File: src/source/dcache_pkg.sv
// shared dcache geometry and enums; field widths assume a 16-bit byte address and exactly 2 ways
package dcache_pkg;

  // ----------------------------------------------------------
  // address and data geometry
  // ----------------------------------------------------------
  // byte address from the core
  localparam int ADDR_WIDTH = 16;
  // core data word and its byte enables
  localparam int WORD_WIDTH = 32;
  localparam int BE_WIDTH = 4;
  // one line is four words
  localparam int LINE_WIDTH = 128;
  localparam int LINE_BYTES = LINE_WIDTH / 8;
  localparam int WORDS_PER_LINE = 4;
  // byte offset inside a word, word index inside a line
  localparam int BYTE_OFF_WIDTH = 2;
  localparam int WORD_IDX_WIDTH = 2;
  // address split is {tag, set, offset}
  localparam int OFFSET_WIDTH = 4;
  localparam int SET_WIDTH = 4;
  localparam int NUM_SETS = 16;
  localparam int TAG_WIDTH = 8;
  localparam int NUM_WAYS = 2;
  // hit and miss counters saturate at this width
  localparam int CNT_WIDTH = 16;

  // ----------------------------------------------------------
  // controller FSM states
  // ----------------------------------------------------------
  typedef enum logic [2:0] {
    // waiting for a core request
    IDLE,
    // tag compare result from the array is valid
    LOOKUP,
    // byte-masked write of a store hit
    STORE_WRITE,
    // memory request held until mem_gnt_i
    MEM_REQ,
    // cacheable load miss, line refill pending
    MEM_WAIT,
    // uncached load, data pending
    BYPASS_WAIT
  } ctrl_state_e;

  // configuration register select
  typedef enum logic [1:0] {
    CFG_CTRL,
    CFG_HITS,
    CFG_MISSES
  } cfg_reg_e;

endpackage
File: src/source/dcache_top.sv
// dcache top; single core port, one outstanding memory request, config via one-cycle strobe
`timescale 1ns/1ps

module dcache_top (
  input  logic                              clk_i,
  input  logic                              rst_ni,
  // core port
  input  logic                              req_i,
  input  logic                              we_i,
  input  logic [dcache_pkg::ADDR_WIDTH-1:0] addr_i,
  input  logic [dcache_pkg::WORD_WIDTH-1:0] wdata_i,
  input  logic [dcache_pkg::BE_WIDTH-1:0]   be_i,
  output logic                              gnt_o,
  output logic                              rvalid_o,
  output logic [dcache_pkg::WORD_WIDTH-1:0] rdata_o,
  // memory port
  output logic                              mem_req_o,
  output logic                              mem_we_o,
  output logic [dcache_pkg::ADDR_WIDTH-1:0] mem_addr_o,
  output logic [dcache_pkg::WORD_WIDTH-1:0] mem_wdata_o,
  output logic [dcache_pkg::BE_WIDTH-1:0]   mem_be_o,
  input  logic                              mem_gnt_i,
  input  logic                              mem_rvalid_i,
  input  logic [dcache_pkg::LINE_WIDTH-1:0] mem_rline_i,
  // configuration port
  input  logic                              cfg_we_i,
  input  dcache_pkg::cfg_reg_e              cfg_sel_i,
  input  logic [dcache_pkg::WORD_WIDTH-1:0] cfg_wdata_i,
  output logic [dcache_pkg::WORD_WIDTH-1:0] cfg_rdata_o
);

  // config block links
  logic                              enable;
  logic                              hit_pulse;
  logic                              miss_pulse;
  // array lookup
  logic                              rd_en;
  logic [dcache_pkg::SET_WIDTH-1:0]  rd_set;
  logic [dcache_pkg::TAG_WIDTH-1:0]  rd_tag;
  logic [dcache_pkg::NUM_WAYS-1:0]   hit_way;
  logic [dcache_pkg::LINE_WIDTH-1:0] hit_line;
  logic                              victim_way;
  // array write
  logic                              wr_en;
  logic                              wr_way;
  logic [dcache_pkg::SET_WIDTH-1:0]  wr_set;
  logic [dcache_pkg::TAG_WIDTH-1:0]  wr_tag;
  logic [dcache_pkg::LINE_WIDTH-1:0] wr_line;
  logic [dcache_pkg::LINE_BYTES-1:0] wr_be;
  logic                              refill;

  dcache_cfg_regs u_cfg_regs (
    .clk_i        (clk_i),
    .rst_ni       (rst_ni),
    .cfg_we_i     (cfg_we_i),
    .cfg_sel_i    (cfg_sel_i),
    .cfg_wdata_i  (cfg_wdata_i),
    .hit_pulse_i  (hit_pulse),
    .miss_pulse_i (miss_pulse),
    .cfg_rdata_o  (cfg_rdata_o),
    .enable_o     (enable)
  );

  dcache_array u_array (
    .clk_i        (clk_i),
    .rst_ni       (rst_ni),
    .rd_en_i      (rd_en),
    .rd_set_i     (rd_set),
    .rd_tag_i     (rd_tag),
    .wr_en_i      (wr_en),
    .wr_way_i     (wr_way),
    .wr_set_i     (wr_set),
    .wr_tag_i     (wr_tag),
    .wr_line_i    (wr_line),
    .wr_be_i      (wr_be),
    .refill_i     (refill),
    .hit_way_o    (hit_way),
    .hit_line_o   (hit_line),
    .victim_way_o (victim_way)
  );

  dcache_ctrl_fsm u_ctrl_fsm (
    .clk_i        (clk_i),
    .rst_ni       (rst_ni),
    .req_i        (req_i),
    .we_i         (we_i),
    .addr_i       (addr_i),
    .wdata_i      (wdata_i),
    .be_i         (be_i),
    .gnt_o        (gnt_o),
    .rvalid_o     (rvalid_o),
    .rdata_o      (rdata_o),
    .enable_i     (enable),
    .rd_en_o      (rd_en),
    .rd_set_o     (rd_set),
    .rd_tag_o     (rd_tag),
    .hit_way_i    (hit_way),
    .hit_line_i   (hit_line),
    .victim_way_i (victim_way),
    .wr_en_o      (wr_en),
    .wr_way_o     (wr_way),
    .wr_set_o     (wr_set),
    .wr_tag_o     (wr_tag),
    .wr_line_o    (wr_line),
    .wr_be_o      (wr_be),
    .refill_o     (refill),
    .mem_req_o    (mem_req_o),
    .mem_we_o     (mem_we_o),
    .mem_addr_o   (mem_addr_o),
    .mem_wdata_o  (mem_wdata_o),
    .mem_be_o     (mem_be_o),
    .mem_gnt_i    (mem_gnt_i),
    .mem_rvalid_i (mem_rvalid_i),
    .mem_rline_i  (mem_rline_i),
    .hit_pulse_o  (hit_pulse),
    .miss_pulse_o (miss_pulse)
  );

endmodule

File: src/source/dcache_ctrl_fsm.sv
// blocking controller, one miss at a time; stores are write-through no-allocate, core holds fields until gnt_o
`timescale 1ns/1ps

module dcache_ctrl_fsm (
  input  logic                              clk_i,
  input  logic                              rst_ni,
  // core port
  input  logic                              req_i,
  input  logic                              we_i,
  input  logic [dcache_pkg::ADDR_WIDTH-1:0] addr_i,
  input  logic [dcache_pkg::WORD_WIDTH-1:0] wdata_i,
  input  logic [dcache_pkg::BE_WIDTH-1:0]   be_i,
  output logic                              gnt_o,
  output logic                              rvalid_o,
  output logic [dcache_pkg::WORD_WIDTH-1:0] rdata_o,
  // cache enable from the config block
  input  logic                              enable_i,
  // array lookup
  output logic                              rd_en_o,
  output logic [dcache_pkg::SET_WIDTH-1:0]  rd_set_o,
  output logic [dcache_pkg::TAG_WIDTH-1:0]  rd_tag_o,
  input  logic [dcache_pkg::NUM_WAYS-1:0]   hit_way_i,
  input  logic [dcache_pkg::LINE_WIDTH-1:0] hit_line_i,
  input  logic                              victim_way_i,
  // array write
  output logic                              wr_en_o,
  output logic                              wr_way_o,
  output logic [dcache_pkg::SET_WIDTH-1:0]  wr_set_o,
  output logic [dcache_pkg::TAG_WIDTH-1:0]  wr_tag_o,
  output logic [dcache_pkg::LINE_WIDTH-1:0] wr_line_o,
  output logic [dcache_pkg::LINE_BYTES-1:0] wr_be_o,
  output logic                              refill_o,
  // memory port
  output logic                              mem_req_o,
  output logic                              mem_we_o,
  output logic [dcache_pkg::ADDR_WIDTH-1:0] mem_addr_o,
  output logic [dcache_pkg::WORD_WIDTH-1:0] mem_wdata_o,
  output logic [dcache_pkg::BE_WIDTH-1:0]   mem_be_o,
  input  logic                              mem_gnt_i,
  input  logic                              mem_rvalid_i,
  input  logic [dcache_pkg::LINE_WIDTH-1:0] mem_rline_i,
  // counter events
  output logic                              hit_pulse_o,
  output logic                              miss_pulse_o
);

  dcache_pkg::ctrl_state_e state_q, state_d;

  // saved request
  logic [dcache_pkg::ADDR_WIDTH-1:0]     addr_q;
  logic [dcache_pkg::WORD_WIDTH-1:0]     wdata_q;
  logic [dcache_pkg::BE_WIDTH-1:0]       be_q;
  logic                                  we_q;
  logic                                  bypass_q;
  logic                                  hit_way_q;
  logic                                  capture;
  logic [dcache_pkg::WORD_IDX_WIDTH-1:0] word_idx;
  logic [dcache_pkg::LINE_WIDTH-1:0]     src_line;
  logic [dcache_pkg::LINE_BYTES-1:0]     be_line;

  always_ff @(posedge clk_i or negedge rst_ni) begin
    if (!rst_ni) begin
      state_q   <= dcache_pkg::IDLE;
      we_q      <= 1'b0;
      bypass_q  <= 1'b0;
      hit_way_q <= 1'b0;
    end else begin
      state_q <= state_d;
      if (capture) begin
        we_q     <= we_i;
        bypass_q <= !enable_i;
      end
      // remember which way hit for the store write
      if (state_q == dcache_pkg::LOOKUP) begin
        hit_way_q <= hit_way_i[1];
      end
    end
  end

  always_ff @(posedge clk_i) begin
    if (capture) begin
      addr_q  <= addr_i;
      wdata_q <= wdata_i;
      be_q    <= be_i;
    end
  end

  // lookup uses the live address, writes use the saved one
  assign rd_set_o = addr_i[dcache_pkg::OFFSET_WIDTH +: dcache_pkg::SET_WIDTH];
  assign rd_tag_o = addr_i[dcache_pkg::ADDR_WIDTH-1 -: dcache_pkg::TAG_WIDTH];
  assign wr_set_o = addr_q[dcache_pkg::OFFSET_WIDTH +: dcache_pkg::SET_WIDTH];
  assign wr_tag_o = addr_q[dcache_pkg::ADDR_WIDTH-1 -: dcache_pkg::TAG_WIDTH];
  assign word_idx = addr_q[dcache_pkg::BYTE_OFF_WIDTH +: dcache_pkg::WORD_IDX_WIDTH];
  assign be_line  = {{(dcache_pkg::LINE_BYTES - dcache_pkg::BE_WIDTH){1'b0}}, be_q};

  // ----------------------------------------------------------
  // memory request, all fields from registers
  // ----------------------------------------------------------
  // writes use a word address, reads a line address
  assign mem_we_o    = we_q;
  assign mem_addr_o  = we_q ?
      {addr_q[dcache_pkg::ADDR_WIDTH-1:dcache_pkg::BYTE_OFF_WIDTH],
       {dcache_pkg::BYTE_OFF_WIDTH{1'b0}}} :
      {addr_q[dcache_pkg::ADDR_WIDTH-1:dcache_pkg::OFFSET_WIDTH],
       {dcache_pkg::OFFSET_WIDTH{1'b0}}};
  assign mem_wdata_o = wdata_q;
  assign mem_be_o    = be_q;

  // critical word comes from the hit line or the memory line
  assign src_line = (state_q == dcache_pkg::LOOKUP) ? hit_line_i : mem_rline_i;
  assign rdata_o  = src_line[word_idx*dcache_pkg::WORD_WIDTH +: dcache_pkg::WORD_WIDTH];

  // ----------------------------------------------------------
  // request FSM
  // ----------------------------------------------------------
  always_comb begin
    state_d      = state_q;
    capture      = 1'b0;
    gnt_o        = 1'b0;
    rvalid_o     = 1'b0;
    rd_en_o      = 1'b0;
    wr_en_o      = 1'b0;
    wr_way_o     = hit_way_q;
    wr_line_o    = {dcache_pkg::WORDS_PER_LINE{wdata_q}};
    wr_be_o      = '0;
    refill_o     = 1'b0;
    mem_req_o    = 1'b0;
    hit_pulse_o  = 1'b0;
    miss_pulse_o = 1'b0;
    case (state_q)
      dcache_pkg::IDLE: begin
        if (req_i) begin
          capture = 1'b1;
          // loads are granted on accept, stores on the memory grant
          gnt_o   = !we_i;
          if (enable_i) begin
            rd_en_o = 1'b1;
            state_d = dcache_pkg::LOOKUP;
          end else begin
            state_d = dcache_pkg::MEM_REQ;
          end
        end
      end
      dcache_pkg::LOOKUP: begin
        if (|hit_way_i) begin
          hit_pulse_o = 1'b1;
          if (we_q) begin
            state_d = dcache_pkg::STORE_WRITE;
          end else begin
            rvalid_o = 1'b1;
            state_d  = dcache_pkg::IDLE;
            // pipelined accept of the next load
            if (req_i && !we_i && enable_i) begin
              capture = 1'b1;
              gnt_o   = 1'b1;
              rd_en_o = 1'b1;
              state_d = dcache_pkg::LOOKUP;
            end
          end
        end else begin
          // load misses refill, store misses only write memory
          miss_pulse_o = 1'b1;
          state_d      = dcache_pkg::MEM_REQ;
        end
      end
      dcache_pkg::STORE_WRITE: begin
        // merge the word into the hit line through its byte enables
        wr_en_o = 1'b1;
        wr_be_o = be_line << (word_idx * dcache_pkg::BE_WIDTH);
        state_d = dcache_pkg::MEM_REQ;
      end
      dcache_pkg::MEM_REQ: begin
        mem_req_o = 1'b1;
        if (mem_gnt_i) begin
          if (we_q) begin
            gnt_o   = 1'b1;
            state_d = dcache_pkg::IDLE;
          end else if (bypass_q) begin
            state_d = dcache_pkg::BYPASS_WAIT;
          end else begin
            state_d = dcache_pkg::MEM_WAIT;
          end
        end
      end
      dcache_pkg::MEM_WAIT: begin
        if (mem_rvalid_i) begin
          rvalid_o  = 1'b1;
          state_d   = dcache_pkg::IDLE;
          // refill into the victim, skipped if the cache got disabled meanwhile
          wr_en_o   = enable_i;
          refill_o  = enable_i;
          wr_way_o  = victim_way_i;
          wr_line_o = mem_rline_i;
          wr_be_o   = '1;
        end
      end
      dcache_pkg::BYPASS_WAIT: begin
        if (mem_rvalid_i) begin
          rvalid_o = 1'b1;
          state_d  = dcache_pkg::IDLE;
        end
      end
      default: state_d = dcache_pkg::IDLE;
    endcase
  end

endmodule

File: src/source/dcache_array.sv
// 2-way storage; lookup result one cycle after rd_en_i, victim refers to the last looked-up set
`timescale 1ns/1ps

module dcache_array (
  input  logic                                clk_i,
  input  logic                                rst_ni,
  // lookup
  input  logic                                rd_en_i,
  input  logic [dcache_pkg::SET_WIDTH-1:0]    rd_set_i,
  input  logic [dcache_pkg::TAG_WIDTH-1:0]    rd_tag_i,
  // write and refill
  input  logic                                wr_en_i,
  input  logic                                wr_way_i,
  input  logic [dcache_pkg::SET_WIDTH-1:0]    wr_set_i,
  input  logic [dcache_pkg::TAG_WIDTH-1:0]    wr_tag_i,
  input  logic [dcache_pkg::LINE_WIDTH-1:0]   wr_line_i,
  input  logic [dcache_pkg::LINE_BYTES-1:0]   wr_be_i,
  input  logic                                refill_i,
  // compare result
  output logic [dcache_pkg::NUM_WAYS-1:0]     hit_way_o,
  output logic [dcache_pkg::LINE_WIDTH-1:0]   hit_line_o,
  output logic                                victim_way_o
);

  // tag and data storage, indexed [way][set]
  logic [dcache_pkg::TAG_WIDTH-1:0]  tag_q  [dcache_pkg::NUM_WAYS][dcache_pkg::NUM_SETS];
  logic [dcache_pkg::LINE_WIDTH-1:0] data_q [dcache_pkg::NUM_WAYS][dcache_pkg::NUM_SETS];
  // valid bits per set and way, one replacement bit per set
  logic [dcache_pkg::NUM_SETS-1:0][dcache_pkg::NUM_WAYS-1:0] valid_q;
  logic [dcache_pkg::NUM_SETS-1:0]                           repl_q;
  // registered lookup address
  logic [dcache_pkg::SET_WIDTH-1:0] rd_set_q;
  logic [dcache_pkg::TAG_WIDTH-1:0] rd_tag_q;
  logic [dcache_pkg::NUM_WAYS-1:0]  set_valid;

  always_ff @(posedge clk_i or negedge rst_ni) begin
    if (!rst_ni) begin
      rd_set_q <= '0;
      rd_tag_q <= '0;
    end else if (rd_en_i) begin
      rd_set_q <= rd_set_i;
      rd_tag_q <= rd_tag_i;
    end
  end

  // ----------------------------------------------------------
  // tag compare and way select
  // ----------------------------------------------------------
  always_comb begin
    hit_way_o  = '0;
    hit_line_o = '0;
    for (int w = 0; w < dcache_pkg::NUM_WAYS; w++) begin
      hit_way_o[w] = valid_q[rd_set_q][w] && (tag_q[w][rd_set_q] == rd_tag_q);
      if (hit_way_o[w]) begin
        hit_line_o = data_q[w][rd_set_q];
      end
    end
  end

  // first invalid way wins, else round robin via the set's replacement bit
  assign set_valid = valid_q[rd_set_q];

  always_comb begin
    if (!set_valid[0]) begin
      victim_way_o = 1'b0;
    end else if (!set_valid[1]) begin
      victim_way_o = 1'b1;
    end else begin
      victim_way_o = repl_q[rd_set_q];
    end
  end

  // ----------------------------------------------------------
  // state update
  // ----------------------------------------------------------
  always_ff @(posedge clk_i or negedge rst_ni) begin
    if (!rst_ni) begin
      valid_q <= '0;
      repl_q  <= '0;
    end else if (wr_en_i && refill_i) begin
      valid_q[wr_set_i][wr_way_i] <= 1'b1;
      // flip only when the set was already full
      if (&valid_q[wr_set_i]) begin
        repl_q[wr_set_i] <= ~repl_q[wr_set_i];
      end
    end
  end

  // byte-masked write, a refill always covers the whole line
  always_ff @(posedge clk_i) begin
    if (wr_en_i) begin
      if (refill_i) begin
        tag_q[wr_way_i][wr_set_i] <= wr_tag_i;
      end
      for (int b = 0; b < dcache_pkg::LINE_BYTES; b++) begin
        if (wr_be_i[b] || refill_i) begin
          data_q[wr_way_i][wr_set_i][b*8 +: 8] <= wr_line_i[b*8 +: 8];
        end
      end
    end
  end

endmodule

File: src/source/dcache_cfg_regs.sv
// enable bit plus saturating hit/miss counters; write is a one-cycle strobe, read is combinational
`timescale 1ns/1ps

module dcache_cfg_regs (
  input  logic                              clk_i,
  input  logic                              rst_ni,
  input  logic                              cfg_we_i,
  input  dcache_pkg::cfg_reg_e              cfg_sel_i,
  input  logic [dcache_pkg::WORD_WIDTH-1:0] cfg_wdata_i,
  input  logic                              hit_pulse_i,
  input  logic                              miss_pulse_i,
  output logic [dcache_pkg::WORD_WIDTH-1:0] cfg_rdata_o,
  output logic                              enable_o
);

  logic                             enable_q;
  logic [dcache_pkg::CNT_WIDTH-1:0] hits_q;
  logic [dcache_pkg::CNT_WIDTH-1:0] misses_q;

  always_ff @(posedge clk_i or negedge rst_ni) begin
    if (!rst_ni) begin
      enable_q <= 1'b0;
      hits_q   <= '0;
      misses_q <= '0;
    end else begin
      // only bit 0 of CFG_CTRL is implemented
      if (cfg_we_i && (cfg_sel_i == dcache_pkg::CFG_CTRL)) begin
        enable_q <= cfg_wdata_i[0];
      end
      // a software write clears, otherwise count up to all ones
      if (cfg_we_i && (cfg_sel_i == dcache_pkg::CFG_HITS)) begin
        hits_q <= '0;
      end else if (hit_pulse_i && !(&hits_q)) begin
        hits_q <= hits_q + 1'b1;
      end
      if (cfg_we_i && (cfg_sel_i == dcache_pkg::CFG_MISSES)) begin
        misses_q <= '0;
      end else if (miss_pulse_i && !(&misses_q)) begin
        misses_q <= misses_q + 1'b1;
      end
    end
  end

  // read mux, counters zero-extended to a word
  always_comb begin
    cfg_rdata_o = '0;
    case (cfg_sel_i)
      dcache_pkg::CFG_CTRL:   cfg_rdata_o[0] = enable_q;
      dcache_pkg::CFG_HITS:   cfg_rdata_o[dcache_pkg::CNT_WIDTH-1:0] = hits_q;
      dcache_pkg::CFG_MISSES: cfg_rdata_o[dcache_pkg::CNT_WIDTH-1:0] = misses_q;
      default:                cfg_rdata_o = '0;
    endcase
  end

  assign enable_o = enable_q;

endmodule

File: config.mk
export PLATFORM = sky130hd
export DESIGN_NAME = dcache_top
export DESIGN_NICKNAME = d
export VERILOG_FILES = /design/src/source/dcache_pkg.sv /design/src/source/dcache_top.sv /design/src/source/dcache_ctrl_fsm.sv /design/src/source/dcache_array.sv /design/src/source/dcache_cfg_regs.sv
export SDC_FILE = /design/constraint.sdc
export NUM_CORES = 2
export LEC_CHECK = 0
export BUFFER_PORTS_ARGS = -buffer_cell sky130_fd_sc_hd__buf_2
export CAP_MARGIN = 20
export CORE_UTILIZATION = 50
export CTS_CLUSTER_SIZE = 25
export DETAILED_ROUTE_END_ITERATION = 10
export PLACE_DENSITY_LB_ADDON = 0.3
export SLEW_MARGIN = 20
export SYNTH_ARGS = -nofsm -noshare
export SYNTH_HDL_FRONTEND = slang
export SYNTH_MEMORY_MAX_BITS = 65536
export SYNTH_SLANG_ARGS = --single-unit
export TNS_END_PERCENT = 20
File: constraint.sdc
create_clock -name clk_i -period 12.1 [get_ports clk_i]
set_input_delay 1.815 -clock clk_i [delete_from_list [all_inputs] [get_ports clk_i]]
set_output_delay 1.815 -clock clk_i [all_outputs]
set_load 0.03 [all_outputs]
---- Word-level counts from Yosys, hierarchy flattened ----
Memories as Yosys holds them, arrays and structs flattened.
Cells that the tools add are included.
storage, ports and cells
  bits in registers ....................... 151
  RAM bits ................................ 4352
  input bits .............................. 221
  output and inout bits ................... 120
  memories ................................ 2
memories
  name            depth  bits a word  rd ports  clocked after Yosys merged registers in  wr ports  line                RTL
  u_array.data_q  2      2048         2         0                                        1         dcache_array.sv:27  logic [dcache_pkg::LINE_WIDTH-1:0] data_q [dcache_pkg::NUM_WAYS][dcache_pkg::NUM_SETS];
  u_array.tag_q   2      128          2         0                                        1         dcache_array.sv:26  logic [dcache_pkg::TAG_WIDTH-1:0] tag_q [dcache_pkg::NUM_WAYS][dcache_pkg::NUM_SETS];
operators by class
  add/subtract/negate cells ............... 2
  $lt $le $gt $ge ......................... 8
  eq/ne operators ......................... 12
  shift operators ......................... 2
  muxes and demuxes ....................... 30884
  bitwise operators ....................... 30724
  reduce and logical (&&, ||, !) cells .... 43
operators with widths
  cell                   number
  $mux 2048              16
  $mux 1                 30783
  $or 1x1->1             30720
  $demux 128 s4          16
  $mux 128               11
  $bmux 128 s4           2
  $shiftx 128x8->32      1
  $mux 120               1
  $mux 112               1
  $mux 104               1
  $mux 16                6
  $mux 96                1
  $mux 88                1
  $mux 80                1
  $mux 72                1
  $bmux 8 s4             2
  $mux 64                1
  $mux 56                1
  $mux 48                1
  $mux 8                 6
  $mux 40                1
  $add 16x1->16 const B  2
  $demux 8 s4            1
  $mux 32                1
  other kinds (42)       97

---- Logic depth before layout (Yosys ltp) ----
  depth after elaboration ................. 21
  depth in mapped cells ................... 16
  depth with buffers taken out ............ 9

---- Hierarchy ----
A second synthesis with hierarchy kept.
second synthesis, totals
  cells, all modules ...................... 8321
  area total of the unflattened synthesis .. 180096.5 µm²
by module, submodules not included
  module           instances  cells an instance  area each (µm²)
  dcache_array     1          7468               172317.8
  dcache_ctrl_fsm  1          600                5507.8
  dcache_cfg_regs  1          253                2270.9

---- Worst setup path after synthesis ----
No wires, ideal clock.
  path kind ............................... flip-flop to flip-flop
  from .................................... register u_array.rd_set_q[0] (netlist bit)
  to ...................................... register u_ctrl_fsm.addr_q[10] (netlist bit) (enable)
  library setup time ...................... 0.527 ns
  arrival ................................. 6.136 ns
  required time ........................... 11.573 ns
  path slack .............................. 5.437 ns
  stages on the path, launching flop included .. 13
  buffers on the path ..................... 4
  clock period less this slack ............ 6.663 ns
  cell sequence ........................... dfrtp_1 buf_6 mux4_2 mux4_2 xnor2_1 and2_1 nand4_2 buf_6 buf_6 clkbuf_1 nand2_1 nand2_1 o21ai_0
between the ends
  word-level cells in the longest chain between the ends .. 9
  elaborated cells on any way between the ends .. 16
RTL lines
  item                          line                   RTL
  start: declaration            dcache_array.sv:32     logic [dcache_pkg::SET_WIDTH-1:0] rd_set_q;
  start signal: assignment      dcache_array.sv:41     rd_set_q <= rd_set_i;
  $not 4->5                     -
  $bmux 8 s4                    -
  $mux 8 (2 in series)          -
  $eq 8x8->1                    -
  $logic_and 1x1->1             -
  $reduce_or 2->1 (*)           -
  $mux 1 (*)                    -
  $pmux 1 s2 (*)                -
  named net u_ctrl_fsm.capture  dcache_ctrl_fsm.sv:56  logic capture;
  end signal: assignment        dcache_ctrl_fsm.sv:82  addr_q <= addr_i;
  end: declaration              dcache_ctrl_fsm.sv:50  logic [dcache_pkg::ADDR_WIDTH-1:0] addr_q;
Mark *: on every way through the listed nets, which the timed path passes. The rest lies on a longest branch. The select of a mux whose other input is x is not followed.
A chain may end at the register's enable or synchronous reset.

---- Worst setup path in the final report ----
  from .................................... register u_array.rd_set_q[1] (netlist bit)
  to ...................................... output port rdata_o[13] (netlist bit)
between the ends
  word-level cells in the longest chain between the ends .. 10
  elaborated cells on any way between the ends .. 23
RTL lines
  item                        line              RTL
  $not 4->5                   -
  $bmux 8 s4                  -
  $mux 8 (2 in series)        -
  $eq 8x8->1                  -
  $logic_and 1x1->1           -
  $mux 128                    -
  $mux 128 (*) (2 in series)  -
  $shiftx 128x8->32 (*)       -
  end: declaration            dcache_top.sv:15  output logic [dcache_pkg::WORD_WIDTH-1:0] rdata_o,
Every way passes the cells marked *; elsewhere a longest branch is shown, timed or not. The select of a mux whose other input is x is not followed.

==> run_results.csv <==
group,metric,value,unit
timing,fin_worst_skew,0.04557,ns
clock_tree,clkTransAtPathRegs,0.06,ns
global_route,grt_max_degree,120,
drt,drt_first_iter_violations,13710,
critical_path,critical_path.max_stage_delay,1.06,ns
critical_path,reg2reg_depth,12,
placement,dpl-instance-area,184300,um2
timing,layout_min_cycle_time,9.495,ns
pwr,power.ir.vdd_worst,0.0001775,V
floorplanning,core,353500,um2
drt,wirelength,500300,um
global_route,gr-usage-all-layers,27.82,%
worst_hold_path,hold_class,"reg -> reg",
critical_path,timing.critical_path.from,"u_array.rd_set_q[1]",
timing,clock.fmax,0.1053,GHz
run_status,run_status,"complete, no violations",
pwr,seq_power_share,42.1,%
timing,timing_max_transition_violations_final,0,
drt,vias,90940,
global_route,antenna_violations_before_repair,88,
clock_tree,post_cts.repair.setup_buffers,0,
critical_path,crit_path_start_kind,"register",
clock_tree,clock_insertion_delay_worst_skew,1.00,ns
clock_tree,ctsResizeCount,0,
clock_tree,tritoncts_num_sinks,4501,
floorplanning,die_area,358400,um2
worst_hold_path,holdCritStartpoint,"u_array.valid_q[10]",
synth,synthDistinctLibCells,76,
critical_path,termination_of_the_worst_setup_path,"rdata_o[13]",
pwr,totalPowerFinal,42.78,mW
critical_path,critical_path.endpoint_type,"output port",
clock_tree,clk_root_buffer_cell,"sky130_fd_sc_hd__clkbuf_16",
pwr,static-leakage-power,61.53,nW
clock_tree,ctsHtreeMaxLevel,5,
floorplanning,chipHeight,598.7,um
timing,final.setup.worst_slack,2.605,ns
clock_tree,cts_made_buffers,441,
synth,syn_inst,8475,
pwr,power_frac_comb,26.3,%
timing,setup_violations,0,
drt,viasPerCell,6.458,
floorplanning,initial_core_util,50.36,%
clock_tree,ctsLongestPathBuffers,4,
clock_tree,cts_tree,"built",
floorplanning,die_width,598.7,um
global_route,globalRouteOverflowTotal,0,
critical_path,ff_to_ff_start,"u_array.rd_set_q[1]",
finish,finish.instance_area,199300,um2
critical_path,timing.critical_path.arrival,7.68,ns
synth,postSynth.topFlopCell,"sky130_fd_sc_hd__edfxtp_1",
drt,avgRoutedWirePerCell,35.53,um
critical_path,worst_r2r_dst,"u_ctrl_fsm.mem_wdata_o[0]",
pwr,clock_power_share,31.6,%
placement,dp_cells,13070,
finish,share_of_cells_above_drive_strength_1,28.92,%
placement,finalWeightedCongestion,0.8698,
timing,unrepaired_setup_endpoints_after_global_routing,"false",
timing,timing.setup.tns,0,ns
pwr,sw_frac_of_total,29.21,%
critical_path,cpLargestDelayFamily,"buffers and inverters",
timing,final_min_period_over_clock_period,78.47,%
synth,synth_warnings,0,
floorplanning,placementRows,218,
floorplanning,io_pins,341,
critical_path,criticalPathCategory,"reg -> out",
finish,finalNetCount,9021,
drt,postRouteAntennaNets,0,
critical_path,timing.critical_path.depth,13,
synth,synth_area_per_cell,21.01,um2
pwr,intPower,30.28,mW
critical_path,timing.critical_path.buf_inv,4,
placement,portBuffers,289,
finish,fin_cells,14080,
drt,dr.pass1.iters,6,
critical_path,cp_max_fo,55,
placement,hpwl,316700,um
synth,ys_async_sr_fraction,2.200,%
placement,detailedPlace.worstSlack,3.795,ns
synth,synth_edf_count,4402,
critical_path,path_cells,"buf_4 > mux4_2 > mux2i_1 > xnor2_1 > o32ai_1 > and2_1 > nand4_4 > buf_4 > buf_4 > o21ai_0 > a31oi_1 > o32ai_1 > buf_2",
drt,post-route-drc-count,0,
global_route,grt_pass1_wl,693100,um
pwr,powerDensity,214.6,nW/um2
synth,sequential_fraction_of_the_synthesis_area,75.64,%
timing,hold_viol_final,0,
critical_path,r2r_slack,5.82,ns
clock_tree,cts_hold_buffers,0,
finish,finish.utilization,56.39,%
finish,layout.cells.most_common_list,"sky130_fd_sc_hd__edfxtp_1 (4402), sky130_fd_sc_hd__mux4_2 (1335), sky130_fd_sc_hd__nor2_1 (588)",
critical_path,worstPathRequired,10.28,ns
synth,synth_area,178000,um2
run,maxCapViolations,0,
finish,area_delta_synth_final,11.97,%
synth,synth_seq_cells,4501,
finish,layout.cells.most_common,"sky130_fd_sc_hd__edfxtp_1",
pwr,switching_component_of_the_power,12.50,mW
critical_path,crit_path_top_delay_cell,"sky130_fd_sc_hd__o32ai_1",
critical_path,crit_top_cell,"sky130_fd_sc_hd__buf_4",
timing,max_slew_margin,17.72,%
global_route,vias_in_the_first_global_route,88980,
timing,timing_worst_slew_pin_value,1.234,ns
timing,fin_worst_hold_slack,0.5029,ns
-- worst min-delay path by stage --
stage | endpoint | slack (ns) | cells after the start
finish | u_array.valid_q[10] | 0.50 | 1
global route | u_array.valid_q[15] | 0.52 | 1
CTS | u_array.valid_q[12] | 0.50 | 1
detailed placement | u_array.valid_q[12] | 0.48 | 1
global placement | u_array.valid_q[29] | 0.47 | 1
floorplan | u_ctrl_fsm.hit_way_q | 0.45 | 2
-- power by group through the flow --
stage	clock (mW)	combinational, mW	sequential [mW]
floorplan	0	7.83	18.2
global placement	0	11.0	18.4
detailed placement	0	11.1	18.4
CTS	13.6	11.2	18.0
global route	14.2	11.7	18.0
finish	13.5	11.2	18.0
-- synth_stat cells, types with 6 or more instances --
library cell | instances | area (um2)
sky130_fd_sc_hd__a211oi_1 | 10 | 75.07
sky130_fd_sc_hd__a21oi_1 | 167 | 835.8
sky130_fd_sc_hd__a22oi_1 | 23 | 172.7
sky130_fd_sc_hd__a31o_2 | 9 | 78.83
sky130_fd_sc_hd__a31oi_1 | 35 | 219.0
sky130_fd_sc_hd__and2_1 | 9 | 56.30
sky130_fd_sc_hd__and3_1 | 8 | 50.05
sky130_fd_sc_hd__buf_1 | 29 | 108.9
sky130_fd_sc_hd__buf_2 | 166 | 830.8
sky130_fd_sc_hd__buf_4 | 53 | 397.9
sky130_fd_sc_hd__buf_6 | 11 | 123.9
sky130_fd_sc_hd__clkbuf_1 | 317 | 1190
sky130_fd_sc_hd__dfrtp_1 | 99 | 2477
sky130_fd_sc_hd__edfxtp_1 | 4402 | 132200
sky130_fd_sc_hd__ha_1 | 6 | 75.07
sky130_fd_sc_hd__inv_1 | 21 | 78.83
sky130_fd_sc_hd__mux2_2 | 42 | 473.0
sky130_fd_sc_hd__mux2i_1 | 52 | 520.5
sky130_fd_sc_hd__mux4_2 | 1335 | 30070
sky130_fd_sc_hd__nand2_1 | 561 | 2106
sky130_fd_sc_hd__nand2b_1 | 25 | 156.4
sky130_fd_sc_hd__nand3_1 | 16 | 80.08
sky130_fd_sc_hd__nand4_1 | 15 | 93.84
sky130_fd_sc_hd__nor2_1 | 591 | 2218
sky130_fd_sc_hd__nor2b_1 | 56 | 350.3
sky130_fd_sc_hd__nor3_1 | 12 | 60.06
sky130_fd_sc_hd__o211ai_1 | 105 | 788.3
sky130_fd_sc_hd__o21ai_0 | 113 | 565.5
sky130_fd_sc_hd__o22ai_1 | 9 | 56.30
sky130_fd_sc_hd__o32ai_1 | 34 | 297.8
sky130_fd_sc_hd__or2_1 | 6 | 37.54
sky130_fd_sc_hd__or2_2 | 29 | 181.4
sky130_fd_sc_hd__or3_1 | 6 | 37.54
sky130_fd_sc_hd__or4_1 | 8 | 60.06
sky130_fd_sc_hd__xnor2_1 | 13 | 113.9
sky130_fd_sc_hd__xor2_1 | 10 | 87.58
-- cell families after synthesis --
family                   after synthesis  synth area share, %
XOR/XNOR                              23               0.1132
AO/OA/AOI/OAI                        548                1.973
adder cells (fa/ha/maj)                6              0.04217
multiplexers                        1436                17.51
buffers and inverters                597                1.534
flip-flops                          4501                75.64
other                                  1             0.002106
AND/OR/NAND/NOR                     1363                3.184
-- final cells by class --
type | instances | area (um2)
Multi-Input combinational cell | 3394 | 41320
Antenna cell | 189 | 473.0
Inverter | 21 | 78.83
Fill cell | 25840 | 154200
Sequential cell | 4501 | 134700
Tap cell | 4730 | 5918
Timing Repair Buffer | 435 | 2796
Clock buffer | 532 | 11620
Clock inverter | 280 | 2446
-- routing by layer --
layer	GRT usage, %	vias to the layer above	share of wire, %
li1	-	35870	-
met1	37.08	48000	36
met2	42.80	6055	47
met3	7.051	1010	12
met4	14.34	8	5.3
met5	0	-	0.0090
-- flip-flops by register name, summed over array words and instances (netlist names), 3 cells and up --
signal                  flops
u_array.data_q           4096
u_array.tag_q             256
u_array.valid_q            32
u_ctrl_fsm.mem_wdata_o     32
u_array.repl_q             16
u_cfg_regs.hits_q          16
u_cfg_regs.misses_q        16
u_ctrl_fsm.addr_q          14
u_array.rd_tag_q            8
u_array.rd_set_q            4
u_ctrl_fsm.mem_be_o         4
u_ctrl_fsm.state_q          3
No activity file was read; power rests on OpenSTA's default activity.
